File: config.mk
export PLATFORM = sky130hd
export DESIGN_NAME = sniffer_top
export DESIGN_NICKNAME = d
export VERILOG_FILES = /design/src/pw_pkg.sv /design/src/sniffer_top.sv /design/src/trigger_gen.sv /design/src/pattern_matcher.sv /design/src/capture_fifo.sv /design/src/capture_arbiter.sv /design/src/rx_event_source.sv /design/src/reg_file.sv
export SDC_FILE = /design/constraint.sdc
export NUM_CORES = 1
export LEC_CHECK = 0
export ABC_CLOCK_PERIOD_IN_PS = 3200
export BUFFER_PORTS_ARGS = -buffer_cell sky130_fd_sc_hd__buf_2
export CAP_MARGIN = 20
export CORE_MARGIN = 8
export CORE_UTILIZATION = 30
export CTS_BUF_LIST = sky130_fd_sc_hd__clkbuf_4 sky130_fd_sc_hd__clkbuf_8 sky130_fd_sc_hd__clkbuf_16
export DETAILED_ROUTE_END_ITERATION = 10
export HOLD_SLACK_MARGIN = 0.12
export PLACE_DENSITY = 0.43
export SLEW_MARGIN = 25
export SYNTH_ARGS = -nofsm -noshare
export SYNTH_HDL_FRONTEND = slang
export SYNTH_SLANG_ARGS = --single-unit
File: constraint.sdc
create_clock -name fe_clk_i -period 3.2 [get_ports fe_clk_i]
set_clock_uncertainty 0.15 [all_clocks]
set_input_delay 0.64 -clock fe_clk_i [delete_from_list [all_inputs] [get_ports fe_clk_i]]
set_output_delay 0.64 -clock fe_clk_i [all_outputs]
set_load 0.01 [all_outputs]
File: src/pw_pkg.sv
package pw_pkg;

   //////////////////////////////////////////////////////////////////////
   // widths
   //////////////////////////////////////////////////////////////////////
   localparam int TS_WIDTH    = 8;
   localparam int STAT_WIDTH  = 5;   // rxactive, rxerror, sessvld, sessend, vbusvld
   localparam int ENTRY_WIDTH = 18;

   localparam logic [1:0] CMD_DATA = 2'd0;
   localparam logic [1:0] CMD_STAT = 2'd1;

   // code 3 falls back to full speed
   localparam logic [1:0] SPEED_LS = 2'd0;
   localparam logic [1:0] SPEED_FS = 2'd1;
   localparam logic [1:0] SPEED_HS = 2'd2;

   //////////////////////////////////////////////////////////////////////
   // register map
   //////////////////////////////////////////////////////////////////////
   localparam logic [7:0] ADDR_ARM        = 8'h00;
   localparam logic [7:0] ADDR_SPEED      = 8'h01;
   localparam logic [7:0] ADDR_PATTERN0   = 8'h10;  // up to 0x13
   localparam logic [7:0] ADDR_MASK0      = 8'h14;  // up to 0x17
   localparam logic [7:0] ADDR_PAT_BYTES  = 8'h18;
   localparam logic [7:0] ADDR_TRIG_DELAY = 8'h20;
   localparam logic [7:0] ADDR_TRIG_WIDTH = 8'h21;
   localparam logic [7:0] ADDR_CAP_LEN    = 8'h22;
   localparam logic [7:0] ADDR_FIFO_B0    = 8'h30;
   localparam logic [7:0] ADDR_FIFO_B1    = 8'h31;
   localparam logic [7:0] ADDR_FIFO_B2    = 8'h32;  // read pops the head
   localparam logic [7:0] ADDR_FIFO_STAT  = 8'h33;

   // one capture word, seen as a byte entry or as a line status entry
   typedef struct packed {
      logic [1:0]          cmd;
      logic [TS_WIDTH-1:0] ts;
      logic [7:0]          rx_byte;
   } data_view_t;

   typedef struct packed {
      logic [1:0]            cmd;
      logic [TS_WIDTH-1:0]   ts;
      logic [2:0]            pad;
      logic [STAT_WIDTH-1:0] stat;
   } stat_view_t;

   typedef union packed {
      data_view_t data;
      stat_view_t status;
   } capture_entry_t;

endpackage
File: src/sniffer_top.sv
`timescale 1ns/100ps

module sniffer_top #(
   parameter int FIFO_DEPTH    = 16,
   parameter int PATTERN_BYTES = 4
) (
   input  logic       fe_clk_i,
   input  logic       rst_n_i,
   input  logic [7:0] reg_addr_i,
   input  logic [7:0] reg_wdata_i,
   input  logic       reg_write_i,
   input  logic       reg_read_i,
   output logic [7:0] reg_rdata_o,
   input  logic [7:0] fe_data_i,
   input  logic       fe_rxvalid_i,
   input  logic       fe_rxactive_i,
   input  logic       fe_rxerror_i,
   input  logic       fe_sessvld_i,
   input  logic       fe_sessend_i,
   input  logic       fe_vbusvld_i,
   output logic [1:0] fe_xcvrsel_o,
   output logic       fe_termsel_o,
   output logic       trig_o
);

   logic                       armed, arm_start, fifo_pop, cap_done;
   logic                       fifo_empty, fifo_full, fifo_overflow;
   logic [PATTERN_BYTES*8-1:0] pattern, mask;
   logic [7:0]                 pat_bytes, trig_delay, trig_width, cap_len;
   logic                       byte_evt, stat_evt, wr, match;
   pw_pkg::capture_entry_t     fifo_head, byte_entry, stat_entry, wr_entry;

   //////////////////////////////////////////////////////////////////////
   // control
   //////////////////////////////////////////////////////////////////////
   reg_file #(.PATTERN_BYTES(PATTERN_BYTES)) u_reg_file (
      .fe_clk_i(fe_clk_i), .rst_n_i(rst_n_i),
      .reg_addr_i(reg_addr_i), .reg_wdata_i(reg_wdata_i),
      .reg_write_i(reg_write_i), .reg_read_i(reg_read_i),
      .fifo_head_i(fifo_head), .fifo_empty_i(fifo_empty),
      .fifo_full_i(fifo_full), .fifo_overflow_i(fifo_overflow),
      .cap_done_i(cap_done), .reg_rdata_o(reg_rdata_o),
      .armed_o(armed), .arm_start_o(arm_start), .fifo_pop_o(fifo_pop),
      .pattern_o(pattern), .mask_o(mask), .pat_bytes_o(pat_bytes),
      .trig_delay_o(trig_delay), .trig_width_o(trig_width), .cap_len_o(cap_len),
      .fe_xcvrsel_o(fe_xcvrsel_o), .fe_termsel_o(fe_termsel_o)
   );

   //////////////////////////////////////////////////////////////////////
   // capture path
   //////////////////////////////////////////////////////////////////////
   rx_event_source u_rx_event_source (
      .fe_clk_i(fe_clk_i), .rst_n_i(rst_n_i), .arm_start_i(arm_start),
      .fe_data_i(fe_data_i), .fe_rxvalid_i(fe_rxvalid_i),
      .fe_rxactive_i(fe_rxactive_i), .fe_rxerror_i(fe_rxerror_i),
      .fe_sessvld_i(fe_sessvld_i), .fe_sessend_i(fe_sessend_i),
      .fe_vbusvld_i(fe_vbusvld_i),
      .byte_evt_o(byte_evt), .byte_entry_o(byte_entry),
      .stat_evt_o(stat_evt), .stat_entry_o(stat_entry)
   );

   capture_arbiter u_capture_arbiter (
      .fe_clk_i(fe_clk_i), .rst_n_i(rst_n_i),
      .byte_evt_i(byte_evt), .byte_entry_i(byte_entry),
      .stat_evt_i(stat_evt), .stat_entry_i(stat_entry),
      .wr_o(wr), .wr_entry_o(wr_entry)
   );

   capture_fifo #(.FIFO_DEPTH(FIFO_DEPTH)) u_capture_fifo (
      .fe_clk_i(fe_clk_i), .rst_n_i(rst_n_i),
      .armed_i(armed), .arm_start_i(arm_start),
      .wr_i(wr), .wr_entry_i(wr_entry), .pop_i(fifo_pop), .cap_len_i(cap_len),
      .head_o(fifo_head), .empty_o(fifo_empty), .full_o(fifo_full),
      .overflow_o(fifo_overflow), .cap_done_o(cap_done)
   );

   //////////////////////////////////////////////////////////////////////
   // trigger path
   //////////////////////////////////////////////////////////////////////
   pattern_matcher #(.PATTERN_BYTES(PATTERN_BYTES)) u_pattern_matcher (
      .fe_clk_i(fe_clk_i), .rst_n_i(rst_n_i), .armed_i(armed),
      .fe_data_i(fe_data_i), .fe_rxvalid_i(fe_rxvalid_i),
      .fe_rxactive_i(fe_rxactive_i),
      .pattern_i(pattern), .mask_i(mask), .pat_bytes_i(pat_bytes),
      .match_o(match)
   );

   trigger_gen u_trigger_gen (
      .fe_clk_i(fe_clk_i), .rst_n_i(rst_n_i), .match_i(match),
      .trig_delay_i(trig_delay), .trig_width_i(trig_width),
      .trig_o(trig_o)
   );

endmodule

File: src/trigger_gen.sv
`timescale 1ns/100ps

module trigger_gen (
   input  logic       fe_clk_i,
   input  logic       rst_n_i,
   input  logic       match_i,
   input  logic [7:0] trig_delay_i,
   input  logic [7:0] trig_width_i,
   output logic       trig_o
);

   logic       delaying_q;
   logic [7:0] dcnt_q;   // delay cycles still to go
   logic [7:0] wcnt_q;   // pulse cycles still to go

   // pulse covers m+delay+1 .. m+delay+width
   always_ff @(posedge fe_clk_i) begin
      if (!rst_n_i) begin
         delaying_q <= 1'b0;
         trig_o     <= 1'b0;
         dcnt_q     <= '0;
         wcnt_q     <= '0;
      end else if (delaying_q) begin
         if (dcnt_q == 8'd0) begin
            delaying_q <= 1'b0;
            trig_o     <= 1'b1;
            wcnt_q     <= trig_width_i - 1'b1;
         end else begin
            dcnt_q <= dcnt_q - 1'b1;
         end
      end else if (trig_o) begin
         if (wcnt_q == 8'd0)
            trig_o <= 1'b0;
         else
            wcnt_q <= wcnt_q - 1'b1;
      end else if (match_i && trig_width_i != 8'd0) begin
         if (trig_delay_i == 8'd0) begin
            trig_o <= 1'b1;
            wcnt_q <= trig_width_i - 1'b1;
         end else begin
            delaying_q <= 1'b1;
            dcnt_q     <= trig_delay_i - 1'b1;
         end
      end
   end

   // matcher fires once per arm, so no retrigger mid pulse
   a_no_retrigger: assert property (@(posedge fe_clk_i) disable iff (!rst_n_i)
      match_i |-> !(delaying_q || trig_o));

endmodule

File: src/pattern_matcher.sv
`timescale 1ns/100ps

module pattern_matcher #(
   parameter int PATTERN_BYTES = 4
) (
   input  logic                       fe_clk_i,
   input  logic                       rst_n_i,
   input  logic                       armed_i,
   input  logic [7:0]                 fe_data_i,
   input  logic                       fe_rxvalid_i,
   input  logic                       fe_rxactive_i,
   input  logic [PATTERN_BYTES*8-1:0] pattern_i,
   input  logic [PATTERN_BYTES*8-1:0] mask_i,
   input  logic [7:0]                 pat_bytes_i,
   output logic                       match_o
);

   localparam int CW = $clog2(PATTERN_BYTES + 1);

   logic [7:0]    hist_q [PATTERN_BYTES];  // byte 0 is the newest
   logic [7:0]    nxt [PATTERN_BYTES];
   logic [CW-1:0] cnt_q;
   logic [CW-1:0] nxt_cnt;
   logic          valid;
   logic          hit;
   logic          fired_q;   // one match per arm

   assign valid   = fe_rxvalid_i && fe_rxactive_i;
   assign nxt_cnt = (cnt_q == CW'(PATTERN_BYTES)) ? cnt_q : cnt_q + 1'b1;

   // compare against the history as it will be after this byte
   always_comb begin
      nxt[0] = fe_data_i;
      for (int i = 1; i < PATTERN_BYTES; i++)
         nxt[i] = hist_q[i-1];
      hit = (pat_bytes_i != 8'd0) && (8'(nxt_cnt) >= pat_bytes_i);
      for (int i = 0; i < PATTERN_BYTES; i++) begin
         if (8'(i) < pat_bytes_i &&
             ((nxt[i] ^ pattern_i[8*i +: 8]) & mask_i[8*i +: 8]) != 8'd0)
            hit = 1'b0;
      end
   end

   always_ff @(posedge fe_clk_i) begin
      if (!rst_n_i) begin
         cnt_q   <= '0;
         match_o <= 1'b0;
         fired_q <= 1'b0;
      end else begin
         match_o <= 1'b0;
         if (!fe_rxactive_i)
            cnt_q <= '0;      // packet over, history gone
         else if (valid)
            cnt_q <= nxt_cnt;
         if (!armed_i) begin
            fired_q <= 1'b0;
         end else if (valid && hit && !fired_q) begin
            match_o <= 1'b1;
            fired_q <= 1'b1;
         end
      end
   end

   always_ff @(posedge fe_clk_i) begin
      if (valid)
         hist_q <= nxt;
   end

endmodule

File: src/capture_fifo.sv
`timescale 1ns/100ps

module capture_fifo #(
   parameter int FIFO_DEPTH = 16
) (
   input  logic                   fe_clk_i,
   input  logic                   rst_n_i,
   input  logic                   armed_i,
   input  logic                   arm_start_i,
   input  logic                   wr_i,
   input  pw_pkg::capture_entry_t wr_entry_i,
   input  logic                   pop_i,
   input  logic [7:0]             cap_len_i,
   output pw_pkg::capture_entry_t head_o,
   output logic                   empty_o,
   output logic                   full_o,
   output logic                   overflow_o,
   output logic                   cap_done_o
);

   localparam int AW = $clog2(FIFO_DEPTH);

   pw_pkg::capture_entry_t mem [FIFO_DEPTH];
   logic [AW-1:0]          wptr_q;
   logic [AW-1:0]          rptr_q;
   logic [AW:0]            count_q;
   logic [7:0]             wr_cnt_q;   // entries written since arm
   logic                   do_wr;
   logic                   do_pop;

   assign empty_o = count_q == '0;
   assign full_o  = count_q == (AW+1)'(FIFO_DEPTH);
   assign head_o  = mem[rptr_q];
   assign do_wr   = wr_i && armed_i && !full_o;
   assign do_pop  = pop_i && !empty_o;

   // combinational so armed drops before one more entry slips in
   assign cap_done_o = do_wr && (cap_len_i != 8'd0) && (wr_cnt_q + 8'd1 == cap_len_i);

   //////////////////////////////////////////////////////////////////////
   // pointers and flags
   //////////////////////////////////////////////////////////////////////
   always_ff @(posedge fe_clk_i) begin
      if (!rst_n_i || arm_start_i) begin
         wptr_q     <= '0;
         rptr_q     <= '0;
         count_q    <= '0;
         wr_cnt_q   <= '0;
         overflow_o <= 1'b0;
      end else begin
         if (do_wr) begin
            wptr_q   <= wptr_q + 1'b1;
            wr_cnt_q <= wr_cnt_q + 1'b1;
         end
         if (do_pop)
            rptr_q <= rptr_q + 1'b1;
         if (do_wr && !do_pop)
            count_q <= count_q + 1'b1;
         else if (do_pop && !do_wr)
            count_q <= count_q - 1'b1;
         if (wr_i && armed_i && full_o)
            overflow_o <= 1'b1;   // entry dropped
      end
   end

   always_ff @(posedge fe_clk_i) begin
      if (do_wr)
         mem[wptr_q] <= wr_entry_i;
   end

   // count stays in range and agrees with the pointer distance
   a_count_bound: assert property (@(posedge fe_clk_i) disable iff (!rst_n_i)
      count_q <= (AW+1)'(FIFO_DEPTH) && count_q[AW-1:0] == wptr_q - rptr_q);

endmodule

File: src/capture_arbiter.sv
`timescale 1ns/100ps

module capture_arbiter (
   input  logic                   fe_clk_i,
   input  logic                   rst_n_i,
   input  logic                   byte_evt_i,
   input  pw_pkg::capture_entry_t byte_entry_i,
   input  logic                   stat_evt_i,
   input  pw_pkg::capture_entry_t stat_entry_i,
   output logic                   wr_o,
   output pw_pkg::capture_entry_t wr_entry_o
);

   logic                   pend_vld;
   pw_pkg::capture_entry_t pend_entry;

   // bytes first, then the newest status, then the parked one
   always_comb begin
      wr_o = byte_evt_i || stat_evt_i || pend_vld;
      if (byte_evt_i)
         wr_entry_o = byte_entry_i;
      else if (stat_evt_i)
         wr_entry_o = stat_entry_i;
      else
         wr_entry_o = pend_entry;
   end

   always_ff @(posedge fe_clk_i) begin
      if (!rst_n_i)
         pend_vld <= 1'b0;
      else if (!byte_evt_i)
         pend_vld <= 1'b0;    // slot drained or superseded
      else if (stat_evt_i)
         pend_vld <= 1'b1;
   end

   always_ff @(posedge fe_clk_i) begin
      if (byte_evt_i && stat_evt_i)
         pend_entry <= stat_entry_i;   // newer status replaces old
   end

   // the parked status leaves through the port as a status entry
   a_pend_held: assert property (@(posedge fe_clk_i) disable iff (!rst_n_i)
      pend_vld && !byte_evt_i |-> wr_o && wr_entry_o.status.cmd == pw_pkg::CMD_STAT);

endmodule

File: src/rx_event_source.sv
`timescale 1ns/100ps

module rx_event_source (
   input  logic                   fe_clk_i,
   input  logic                   rst_n_i,
   input  logic                   arm_start_i,
   input  logic [7:0]             fe_data_i,
   input  logic                   fe_rxvalid_i,
   input  logic                   fe_rxactive_i,
   input  logic                   fe_rxerror_i,
   input  logic                   fe_sessvld_i,
   input  logic                   fe_sessend_i,
   input  logic                   fe_vbusvld_i,
   output logic                   byte_evt_o,
   output pw_pkg::capture_entry_t byte_entry_o,
   output logic                   stat_evt_o,
   output pw_pkg::capture_entry_t stat_entry_o
);

   logic [pw_pkg::TS_WIDTH-1:0]   ts_q;
   logic [pw_pkg::STAT_WIDTH-1:0] stat_now;
   logic [pw_pkg::STAT_WIDTH-1:0] stat_q;

   assign stat_now = {fe_rxactive_i, fe_rxerror_i, fe_sessvld_i, fe_sessend_i, fe_vbusvld_i};

   // free running, restarts with each arm
   always_ff @(posedge fe_clk_i) begin
      if (!rst_n_i || arm_start_i)
         ts_q <= '0;
      else
         ts_q <= ts_q + 1'b1;
   end

   always_ff @(posedge fe_clk_i) begin
      if (!rst_n_i) begin
         byte_evt_o <= 1'b0;
         stat_evt_o <= 1'b0;
         stat_q     <= '0;
      end else begin
         byte_evt_o <= fe_rxvalid_i && fe_rxactive_i;
         stat_evt_o <= stat_now != stat_q;   // any line status edge
         stat_q     <= stat_now;
      end
   end

   // entries carry the timestamp of the cycle the event was seen
   always_ff @(posedge fe_clk_i) begin
      byte_entry_o.data.cmd     <= pw_pkg::CMD_DATA;
      byte_entry_o.data.ts      <= ts_q;
      byte_entry_o.data.rx_byte <= fe_data_i;
      stat_entry_o.status.cmd   <= pw_pkg::CMD_STAT;
      stat_entry_o.status.ts    <= ts_q;
      stat_entry_o.status.pad   <= 3'd0;
      stat_entry_o.status.stat  <= stat_now;
   end

endmodule

File: src/reg_file.sv
`timescale 1ns/100ps

module reg_file #(
   parameter int PATTERN_BYTES = 4
) (
   input  logic                       fe_clk_i,
   input  logic                       rst_n_i,
   input  logic [7:0]                 reg_addr_i,
   input  logic [7:0]                 reg_wdata_i,
   input  logic                       reg_write_i,
   input  logic                       reg_read_i,
   input  pw_pkg::capture_entry_t     fifo_head_i,
   input  logic                       fifo_empty_i,
   input  logic                       fifo_full_i,
   input  logic                       fifo_overflow_i,
   input  logic                       cap_done_i,
   output logic [7:0]                 reg_rdata_o,
   output logic                       armed_o,
   output logic                       arm_start_o,
   output logic                       fifo_pop_o,
   output logic [PATTERN_BYTES*8-1:0] pattern_o,
   output logic [PATTERN_BYTES*8-1:0] mask_o,
   output logic [7:0]                 pat_bytes_o,
   output logic [7:0]                 trig_delay_o,
   output logic [7:0]                 trig_width_o,
   output logic [7:0]                 cap_len_o,
   output logic [1:0]                 fe_xcvrsel_o,
   output logic                       fe_termsel_o
);

   logic [1:0] speed_q;
   logic [7:0] rd_mux;
   logic       arm_wr;

   assign arm_wr     = reg_write_i && (reg_addr_i == pw_pkg::ADDR_ARM);
   assign fifo_pop_o = reg_read_i && (reg_addr_i == pw_pkg::ADDR_FIFO_B2);

   //////////////////////////////////////////////////////////////////////
   // configuration registers
   //////////////////////////////////////////////////////////////////////
   always_ff @(posedge fe_clk_i) begin
      if (!rst_n_i) begin
         speed_q      <= pw_pkg::SPEED_FS;
         pattern_o    <= '0;
         mask_o       <= '0;
         pat_bytes_o  <= '0;
         trig_delay_o <= '0;
         trig_width_o <= '0;
         cap_len_o    <= '0;  // 0 = no length limit
      end else if (reg_write_i) begin
         case (reg_addr_i)
            pw_pkg::ADDR_SPEED:      speed_q      <= reg_wdata_i[1:0];
            pw_pkg::ADDR_PAT_BYTES:  pat_bytes_o  <= reg_wdata_i;
            pw_pkg::ADDR_TRIG_DELAY: trig_delay_o <= reg_wdata_i;
            pw_pkg::ADDR_TRIG_WIDTH: trig_width_o <= reg_wdata_i;
            pw_pkg::ADDR_CAP_LEN:    cap_len_o    <= reg_wdata_i;
            default: ;
         endcase
         for (int i = 0; i < PATTERN_BYTES; i++) begin
            if (reg_addr_i == pw_pkg::ADDR_PATTERN0 + 8'(i))
               pattern_o[8*i +: 8] <= reg_wdata_i;
            if (reg_addr_i == pw_pkg::ADDR_MASK0 + 8'(i))
               mask_o[8*i +: 8] <= reg_wdata_i;
         end
      end
   end

   // arm state, start pulse lines up with armed rising
   always_ff @(posedge fe_clk_i) begin
      if (!rst_n_i) begin
         armed_o     <= 1'b0;
         arm_start_o <= 1'b0;
      end else begin
         arm_start_o <= arm_wr && reg_wdata_i[0];
         if (arm_wr)
            armed_o <= reg_wdata_i[0];
         else if (cap_done_i)
            armed_o <= 1'b0;   // capture length reached
      end
   end

   //////////////////////////////////////////////////////////////////////
   // read back
   //////////////////////////////////////////////////////////////////////
   always_comb begin
      case (reg_addr_i)
         pw_pkg::ADDR_ARM:        rd_mux = {7'd0, armed_o};
         pw_pkg::ADDR_SPEED:      rd_mux = {6'd0, speed_q};
         pw_pkg::ADDR_PAT_BYTES:  rd_mux = pat_bytes_o;
         pw_pkg::ADDR_TRIG_DELAY: rd_mux = trig_delay_o;
         pw_pkg::ADDR_TRIG_WIDTH: rd_mux = trig_width_o;
         pw_pkg::ADDR_CAP_LEN:    rd_mux = cap_len_o;
         pw_pkg::ADDR_FIFO_B0:    rd_mux = fifo_head_i[7:0];
         pw_pkg::ADDR_FIFO_B1:    rd_mux = fifo_head_i[15:8];
         pw_pkg::ADDR_FIFO_B2:    rd_mux = {6'd0, fifo_head_i[pw_pkg::ENTRY_WIDTH-1:16]};
         pw_pkg::ADDR_FIFO_STAT:
            rd_mux = {4'd0, armed_o, fifo_overflow_i, fifo_full_i, fifo_empty_i};
         default:                 rd_mux = 8'd0;
      endcase
      for (int i = 0; i < PATTERN_BYTES; i++) begin
         if (reg_addr_i == pw_pkg::ADDR_PATTERN0 + 8'(i))
            rd_mux = pattern_o[8*i +: 8];
         if (reg_addr_i == pw_pkg::ADDR_MASK0 + 8'(i))
            rd_mux = mask_o[8*i +: 8];
      end
   end

   always_ff @(posedge fe_clk_i) begin
      if (reg_read_i)
         reg_rdata_o <= rd_mux;
   end

   // transceiver and termination select from programmed speed
   always_comb begin
      case (speed_q)
         pw_pkg::SPEED_LS: {fe_xcvrsel_o, fe_termsel_o} = 3'b10_1;
         pw_pkg::SPEED_HS: {fe_xcvrsel_o, fe_termsel_o} = 3'b00_0;
         default:          {fe_xcvrsel_o, fe_termsel_o} = 3'b01_1;
      endcase
   end

   // host software must check FIFO_STAT before draining
   a_pop_not_empty: assert property (@(posedge fe_clk_i) disable iff (!rst_n_i)
      fifo_pop_o |-> !fifo_empty_i);

endmodule

# Word-level counts from Yosys, hierarchy flattened
# Memories as Yosys holds them, arrays and structs flattened. A register that Yosys moved wholly into a read port is not among the register bits.
# Cells that the tools add are included.
# totals
regBits	235
ramBits	288
in_bits	34
out_inout_bits	12
mem_count	1
# classes
addsub	11
order_cmp	5
eq_ne	27
n_mux	49
bitwise_logic	8
reduce_logical	66
# mem_list
name	words	word_bits	rd	rd_clocked_by_memory_dff	wr	line	rtl
u_capture_fifo.mem	16	18	1	1	1	capture_fifo.sv:23	pw_pkg::capture_entry_t mem [FIFO_DEPTH];
# ops
op	n
$mux W8	19
$pmux W8 S10	1
$eq A8 B5 Y1 const B	9
$eq A8 B6 Y1 const B	7
$reduce_bool A8 Y1	7
$and A8 B8 Y8	4
$logic_not A8 Y1	4
$reduce_and A2 Y1	16
$sub A8 B1 Y8 const B	4
$xor A8 B8 Y8	4
$logic_and A1 B1 Y1	21
$mux W1	21
$mux W18	1
$add A8 B1 Y8 const B	2
$lt A1 B8 Y1 const A	2
$lt A2 B8 Y1 const A	2
$mux W16	1
$mux W5	2
$add A4 B1 Y4 const B	2
$eq A8 B1 Y1 const B	1
$eq A8 B8 Y1	1
$ge A3 B8 Y1	1
$mux W4	2
$reduce_and A4 Y1	2
other kinds (18)	30

# Depth between registers and ports, before layout
# depth
ltp_word	11
ltp_mapped	13

# Hierarchy
# From an unflattened synthesis, not the netlist that was laid out.
# unflattened
cells_unflattened	1713
area_unflattened_um2	23044.6
# by_module_without_submodules
mod	n_inst	cells_per_inst	area_each_um2	seq_area_each_um2
capture_fifo	1	582	12504.5	9168.8
reg_file	1	658	5606.6	2242.2
pattern_matcher	1	122	1522.7	820.8
trigger_gen	1	176	1356.3	360.3
rx_event_source	1	93	1089.8	720.7
capture_arbiter	1	82	964.7	560.5

# Least setup slack after synthesis
# OpenSTA, ideal clock, no wires.
# synth_path
path_type	input to register
start	input port reg_addr_i[3]
end	register u_capture_fifo.count_q[4]
setup_time_ns	0.070
arrival_ns	2.930
required_time_ns	2.980
slack_ns	0.050
stages	11
cell_sequence	buf_2 nor4b_4 nand4_1 ha_1 inv_1 ha_1 a21o_1 a21oi_1 xnor2_1 or3_1 a21oi_1
# synth_via
elab_chain_cells	6
elab_cells_between_ends	8
classes_between	eq/ne (1); mux (1); reduce/logical (6)
# synth_lines
item	line	rtl
start: declaration	sniffer_top.sv:9	input logic [7:0] reg_addr_i,
$eq A8 B6 Y1 (*)	reg_file.sv:36	assign fifo_pop_o = reg_read_i && (reg_addr_i == pw_pkg::ADDR_FIFO_B2);
$logic_and A1 B1 Y1 (*)	reg_file.sv:36	
$logic_and A1 B1 Y1 (*)	capture_fifo.sv:35	assign do_pop = pop_i && !empty_o;
$logic_not A1 Y1	capture_fifo.sv:57	if (do_wr && !do_pop)
$logic_and A1 B1 Y1	capture_fifo.sv:57	
$mux W5 / $reduce_bool A2 Y1 (equally long branches)	n/a	
end signal: assignment	capture_fifo.sv:58	count_q <= count_q + 1'b1;
end signal: assignment	capture_fifo.sv:60	count_q <= count_q - 1'b1;
end: declaration	capture_fifo.sv:26	logic [AW:0] count_q;
# Every way passes the cells marked *; elsewhere a longest branch is shown, timed or not.
# A chain may end at the register's enable or synchronous reset.

==> results_tabular.tex <==
\begin{tabular}{lr}
\hline
Metric & Value \\
\hline
\multicolumn{2}{l}{\textbf{Yosys}} \\
\quad Synth top cells by count & 317 x edfxtp\_1, 188 x nor2\_1, 186 x dfxtp\_1 \\
\quad Fraction of the mapped netlist area in adder cells & 0.0124 \\
\quad Share of the synthesized netlist area taken by xor and xnor gates & 0.0297 \\
\quad Count of warnings emitted by yosys & 0 \\
\quad Number of flip-flops and latches in the synthesized netlist & a little over 500 \\
\quad Share of the synthesized area in the top cell type & 0.437 \\
\quad Asr flop ratio synth & 0 \\
\quad Dominant combinational cell family by area after synthesis & multiplexers \\
\quad EDFF count, synth & 317 \\
\quad Area contributors post-synth & edfxtp\_1 44\%, dfxtp\_1 17\%, mux2i\_1 4.5\% \\
\quad Fraction of the mapped netlist area in simple logic gates & 0.122 \\
\quad Synthesized instance count & 1,697 \\
\quad Mux share of post-synthesis cell area & 0.123 \\
\quad Sequential share of the synthesized area & 0.608 \\
\quad Synth Area in Compound Gates & 0.0784 \\
\quad Net count of the mapped netlist & 1,752 \\
\quad Synthesized cell area & between 20,000 and 25,000 sq um \\
\quad Mean post-synth cell area & approximately 13 sq um \\
\quad Most instantiated flip-flop cell in the synthesis netlist & edfxtp\_1 \\
\quad Cell variety after synth & 87 \\
\quad Cell type contributing the most total cell area after synthesis & edfxtp\_1 \\
\quad Cell with the most instances after synthesis & edfxtp\_1 \\
\multicolumn{2}{l}{\textbf{Clocking}} \\
\quad H-tree levels & 2 \\
\quad Setup Buffers After CTS & 0 \\
\quad Clock root buffer & clkbuf\_16 \\
\quad Cts bufs inserted & 55 \\
\quad Insertion delay of the later-clocked pin in the worst-skew pair & 620 ps \\
\quad Clock transition at the registers of the reported paths & 70 ps \\
\quad Clock net sink count & approximately 500 \\
\quad TritonCTS clock tree & done \\
\quad Largest buffer count on any clock path & 3 \\
\multicolumn{2}{l}{\textbf{Floorplan}} \\
\quad Number of primary I/O pins & 46 \\
\quad Core ar. & 72,500 sq um \\
\quad Height of the die & 286 um \\
\quad Full die area & 81,500 sq um \\
\quad Site Rows & 99 \\
\quad Initial Utilization & 0.301 \\
\quad Die X & 286 um \\
\multicolumn{2}{l}{\textbf{Power}} \\
\quad Power Total & between 0.01 and 0.015 W \\
\quad Internal power & 0.0111 W \\
\quad Net switching component of the power & between 0.003 and 0.004 W \\
\quad Leakage power figure & 9.30 nW \\
\quad Combinational share of power & 0.033 \\
\quad Share of total power in the clock network & 0.473 \\
\quad Sequential fraction of design power & 0.494 \\
\quad Total power density per cell area & 548 nW/um\^{}2 \\
\quad Switching share of power & 0.213 \\
\quad Maximum resistive drop on vdd & 0.364 mV \\
\multicolumn{2}{l}{\textbf{Worst setup path}} \\
\quad CP endpoint kind & flip-flop \\
\quad Data required time at the worst endpoint & 3370 ps \\
\quad Critical R2R Capture & u\_reg\_file.reg\_rdata\_o[3] \\
\quad Worst Setup Start Kind & flip-flop \\
\quad Max Fanout on Critical Path & 23 \\
\quad Critical path type & reg -> reg \\
\quad Worst reg2reg path depth & 7 \\
\quad Slack of the worst reg-to-reg path & 80 ps \\
\quad Data arrival time at the worst-slack endpoint & 3290 ps \\
\multicolumn{2}{l}{\textbf{Layout}} \\
\quad Number of nets at the end of the flow & approximately 1,900 \\
\quad \# diodes & 0 \\
\quad Finished Core Util & 0.356 \\
\quad Design Area, Final & 25,800 sq um \\
\quad Fraction of final layout cells sized beyond drive strength 1 & 0.192 \\
\quad Area delta synth->final & 18.4\% \\
\multicolumn{2}{l}{\textbf{Placed design}} \\
\quad Port Buffers & 45 \\
\quad Final estimated routing congestion in global placement & 0.883 \\
\quad HPWL after detailed placement & 45,100 um \\
\quad Cell area reported after detailed placement & 23,700 sq um \\
\multicolumn{2}{l}{\textbf{Global route}} \\
\quad Overall overflow remaining after global route & 0 \\
\quad Number of antenna violations at the first check in global routing & 0 \\
\quad Number of global-route vias before repair & 14,300 \\
\quad Tot GR Track Use & 0.158 \\
\quad Pin count of the biggest net entering global routing & 50 \\
\quad First-pass GRT wire length & 97,300 um \\
\multicolumn{2}{l}{\textbf{Timing}} \\
\quad Final Hold Vio Count & 0 \\
\quad Final total negative setup slack & 0 ps \\
\quad Shortest clock period the worst path allows after layout & 3120 ps \\
\quad Worst slew margin relative to its limit & 0.450 \\
\quad Final count of negative-setup-slack endpoints & 0 \\
\quad Max-slew violation count & 0 \\
\quad Final worst-path cycle share & 0.975 \\
\quad Worst slew pin tran & 822 ps \\
\quad Highest achievable clock rate & between 300 and 400 MHz \\
\multicolumn{2}{l}{\textbf{Detailed routing}} \\
\quad Sum of routed wire segments on met1 & $\sim$30,000 um \\
\quad Drt pass-1 iters & 5 \\
\quad Post-DR vias/cell & between 5 and 6 \\
\quad Met2 Routed Length & 31,500 um \\
\quad Uppermost metal layer occupied by signal nets & met4 \\
\quad Metal3 WL & 2940 um \\
\quad Total vias in the final route & 14,300 \\
\quad DRC errors left & 0 \\
\quad Iter 0 DRT Violations & 1,079 \\
\quad DRT Wirelength & 66,000 um \\
\quad Average wire length per cell after detail routing & 23.3 um \\
\quad Count of nets left with antenna violations after detail routing & 0 \\
\multicolumn{2}{l}{\textbf{Job}} \\
\quad Max-cap viol count & 0 \\
\multicolumn{2}{l}{\textbf{Min path}} \\
\quad HP Start & u\_rx\_event\_source.ts\_q[7] \\
\quad WHS Path Cells & 0 \\
\quad WHS Endpoint & u\_rx\_event\_source.byte\_entry\_o[15] \\
\quad Type of the worst min-delay path & reg -> reg \\
\multicolumn{2}{l}{\textbf{Status}} \\
\quad Status & finished, final reports clean \\
\hline
\end{tabular}
stage by stage:
step / hold slack [ps] / cells / worst slack, ps
after CTS: 187 / 2828 / 79.6
after global routing: 229 / 2828 / -18.4
final: 218 / 2828 / 78.9
after global placement: 206 / 2714 / -352
after floorplan: 198 / 1697 / 49.8
after detailed placement: 209 / 2714 / -364
sequential cells by signal, indices dropped and copies added, names as in the netlist, 8 cells and up, named ones only:
signal                          flops
u_reg_file.mask_o                  32
u_trigger_gen.wcnt_q                8
u_reg_file.pattern_o               32
u_rx_event_source.ts_q              8
u_rx_event_source.byte_entry_o     16
u_reg_file.pat_bytes_o              8
u_reg_file.trig_delay_o             8
u_capture_fifo.mem                272
u_pattern_matcher.hist_q           24
u_capture_arbiter.pend_entry       13
u_reg_file.reg_rdata_o              8
u_trigger_gen.dcnt_q                8
u_reg_file.trig_width_o             8
u_capture_fifo.wr_cnt_q             8
u_reg_file.cap_len_o                8
worst max-delay path, stage by stage, from the launching register on:
cell	delay, ps
dfxtp_2	520
buf_12	270
buf_4	200
mux4_2	550
o311ai_1	510
buf_4	220
and4b_1	230
o221ai_1	180
metal layers:
metal,vias to the layer above,track usage
met1,7247,0.211
met2,335,0.262
met3,115,0.0268
met5,-,0
li1,6623,-
met4,0,0.0507
logic make-up after synthesis:
kind of cell	Yosys count
buf+inv	119
flops	503
xor+xnor	74
compound gates	261
fa+ha+maj	21
simple gates	540
mux	179
power groups by stage:
| stage | Combinational [W] | Sequential (W) | Clock, W |
|---|---|---|---|
| after floorplan | 0.000250 | 0.00711 | 0 |
| after global placement | 0.000453 | 0.00712 | 0 |
| after detailed placement | 0.000458 | 0.00712 | 0 |
| after CTS | 0.000473 | 0.00698 | 0.00687 |
| after global routing | 0.000507 | 0.00699 | 0.00711 |
| final | 0.000469 | 0.00698 | 0.00669 |
placed cells by master, fill, tap and decap left out, types with 14 or more instances in the layout:
| cell type | count |
|---|---|
| edfxtp_1 | 317 |
| dfxtp_1 | 182 |
| nor2_1 | 176 |
| nand2_1 | 128 |
| mux2i_1 | 98 |
| buf_4 | 98 |
| a21oi_1 | 72 |
| clkbuf_16 | 61 |
| xor2_1 | 55 |
| o21ai_0 | 48 |
| nand3_1 | 48 |
| buf_2 | 45 |
| mux4_2 | 40 |
| nor3_1 | 38 |
| a22oi_1 | 23 |
| mux4_1 | 22 |
| inv_1 | 20 |
| ha_1 | 20 |
| mux2_2 | 19 |
| xnor2_1 | 19 |
| nor2b_1 | 18 |
| and2_1 | 15 |
| nand2b_1 | 15 |
| clkbuf_4 | 15 |
| nor4_1 | 14 |
area by class of cell:
| type | instances | area (sq um) |
|---|---|---|
| Tap cell | 959 | 1200 |
| Timing Repair Buffer | 167 | 1310 |
| Fill cell | 7168 | 46600 |
| Clock buffer | 85 | 1760 |
| Clock inverter | 16 | 178 |
| Inverter | 23 | 87.6 |
| Multi-Input combinational cell | 1075 | 8030 |
| Sequential cell | 503 | 13300 |
worst max path at each step:
stage                                    startpoint                   endpoint  depth (start not counted)
after floorplan                       reg_addr_i[3]  u_capture_fifo.count_q[4]                         11
after global placement                reg_addr_i[0]  u_reg_file.reg_rdata_o[6]                          8
after detailed placement              reg_addr_i[0]  u_reg_file.reg_rdata_o[6]                          8
after CTS                                 flip-flop  u_reg_file.reg_rdata_o[2]                          7
after global routing      u_capture_fifo.count_q[0]  u_capture_fifo.count_q[4]                         12
final                                     flip-flop  u_reg_file.reg_rdata_o[3]                          7
timing repair:
| item | 4_1_cts | 5_1_grt |
|---|---|---|
| hold buffers | 13 | 0 |
| endpoints found under the hold margin | 18 | 0 |
| endpoints found under the setup margin | 2 | 2 |
| resized for setup | 2 | 2 |
Power figures use the tool's default switching activity.
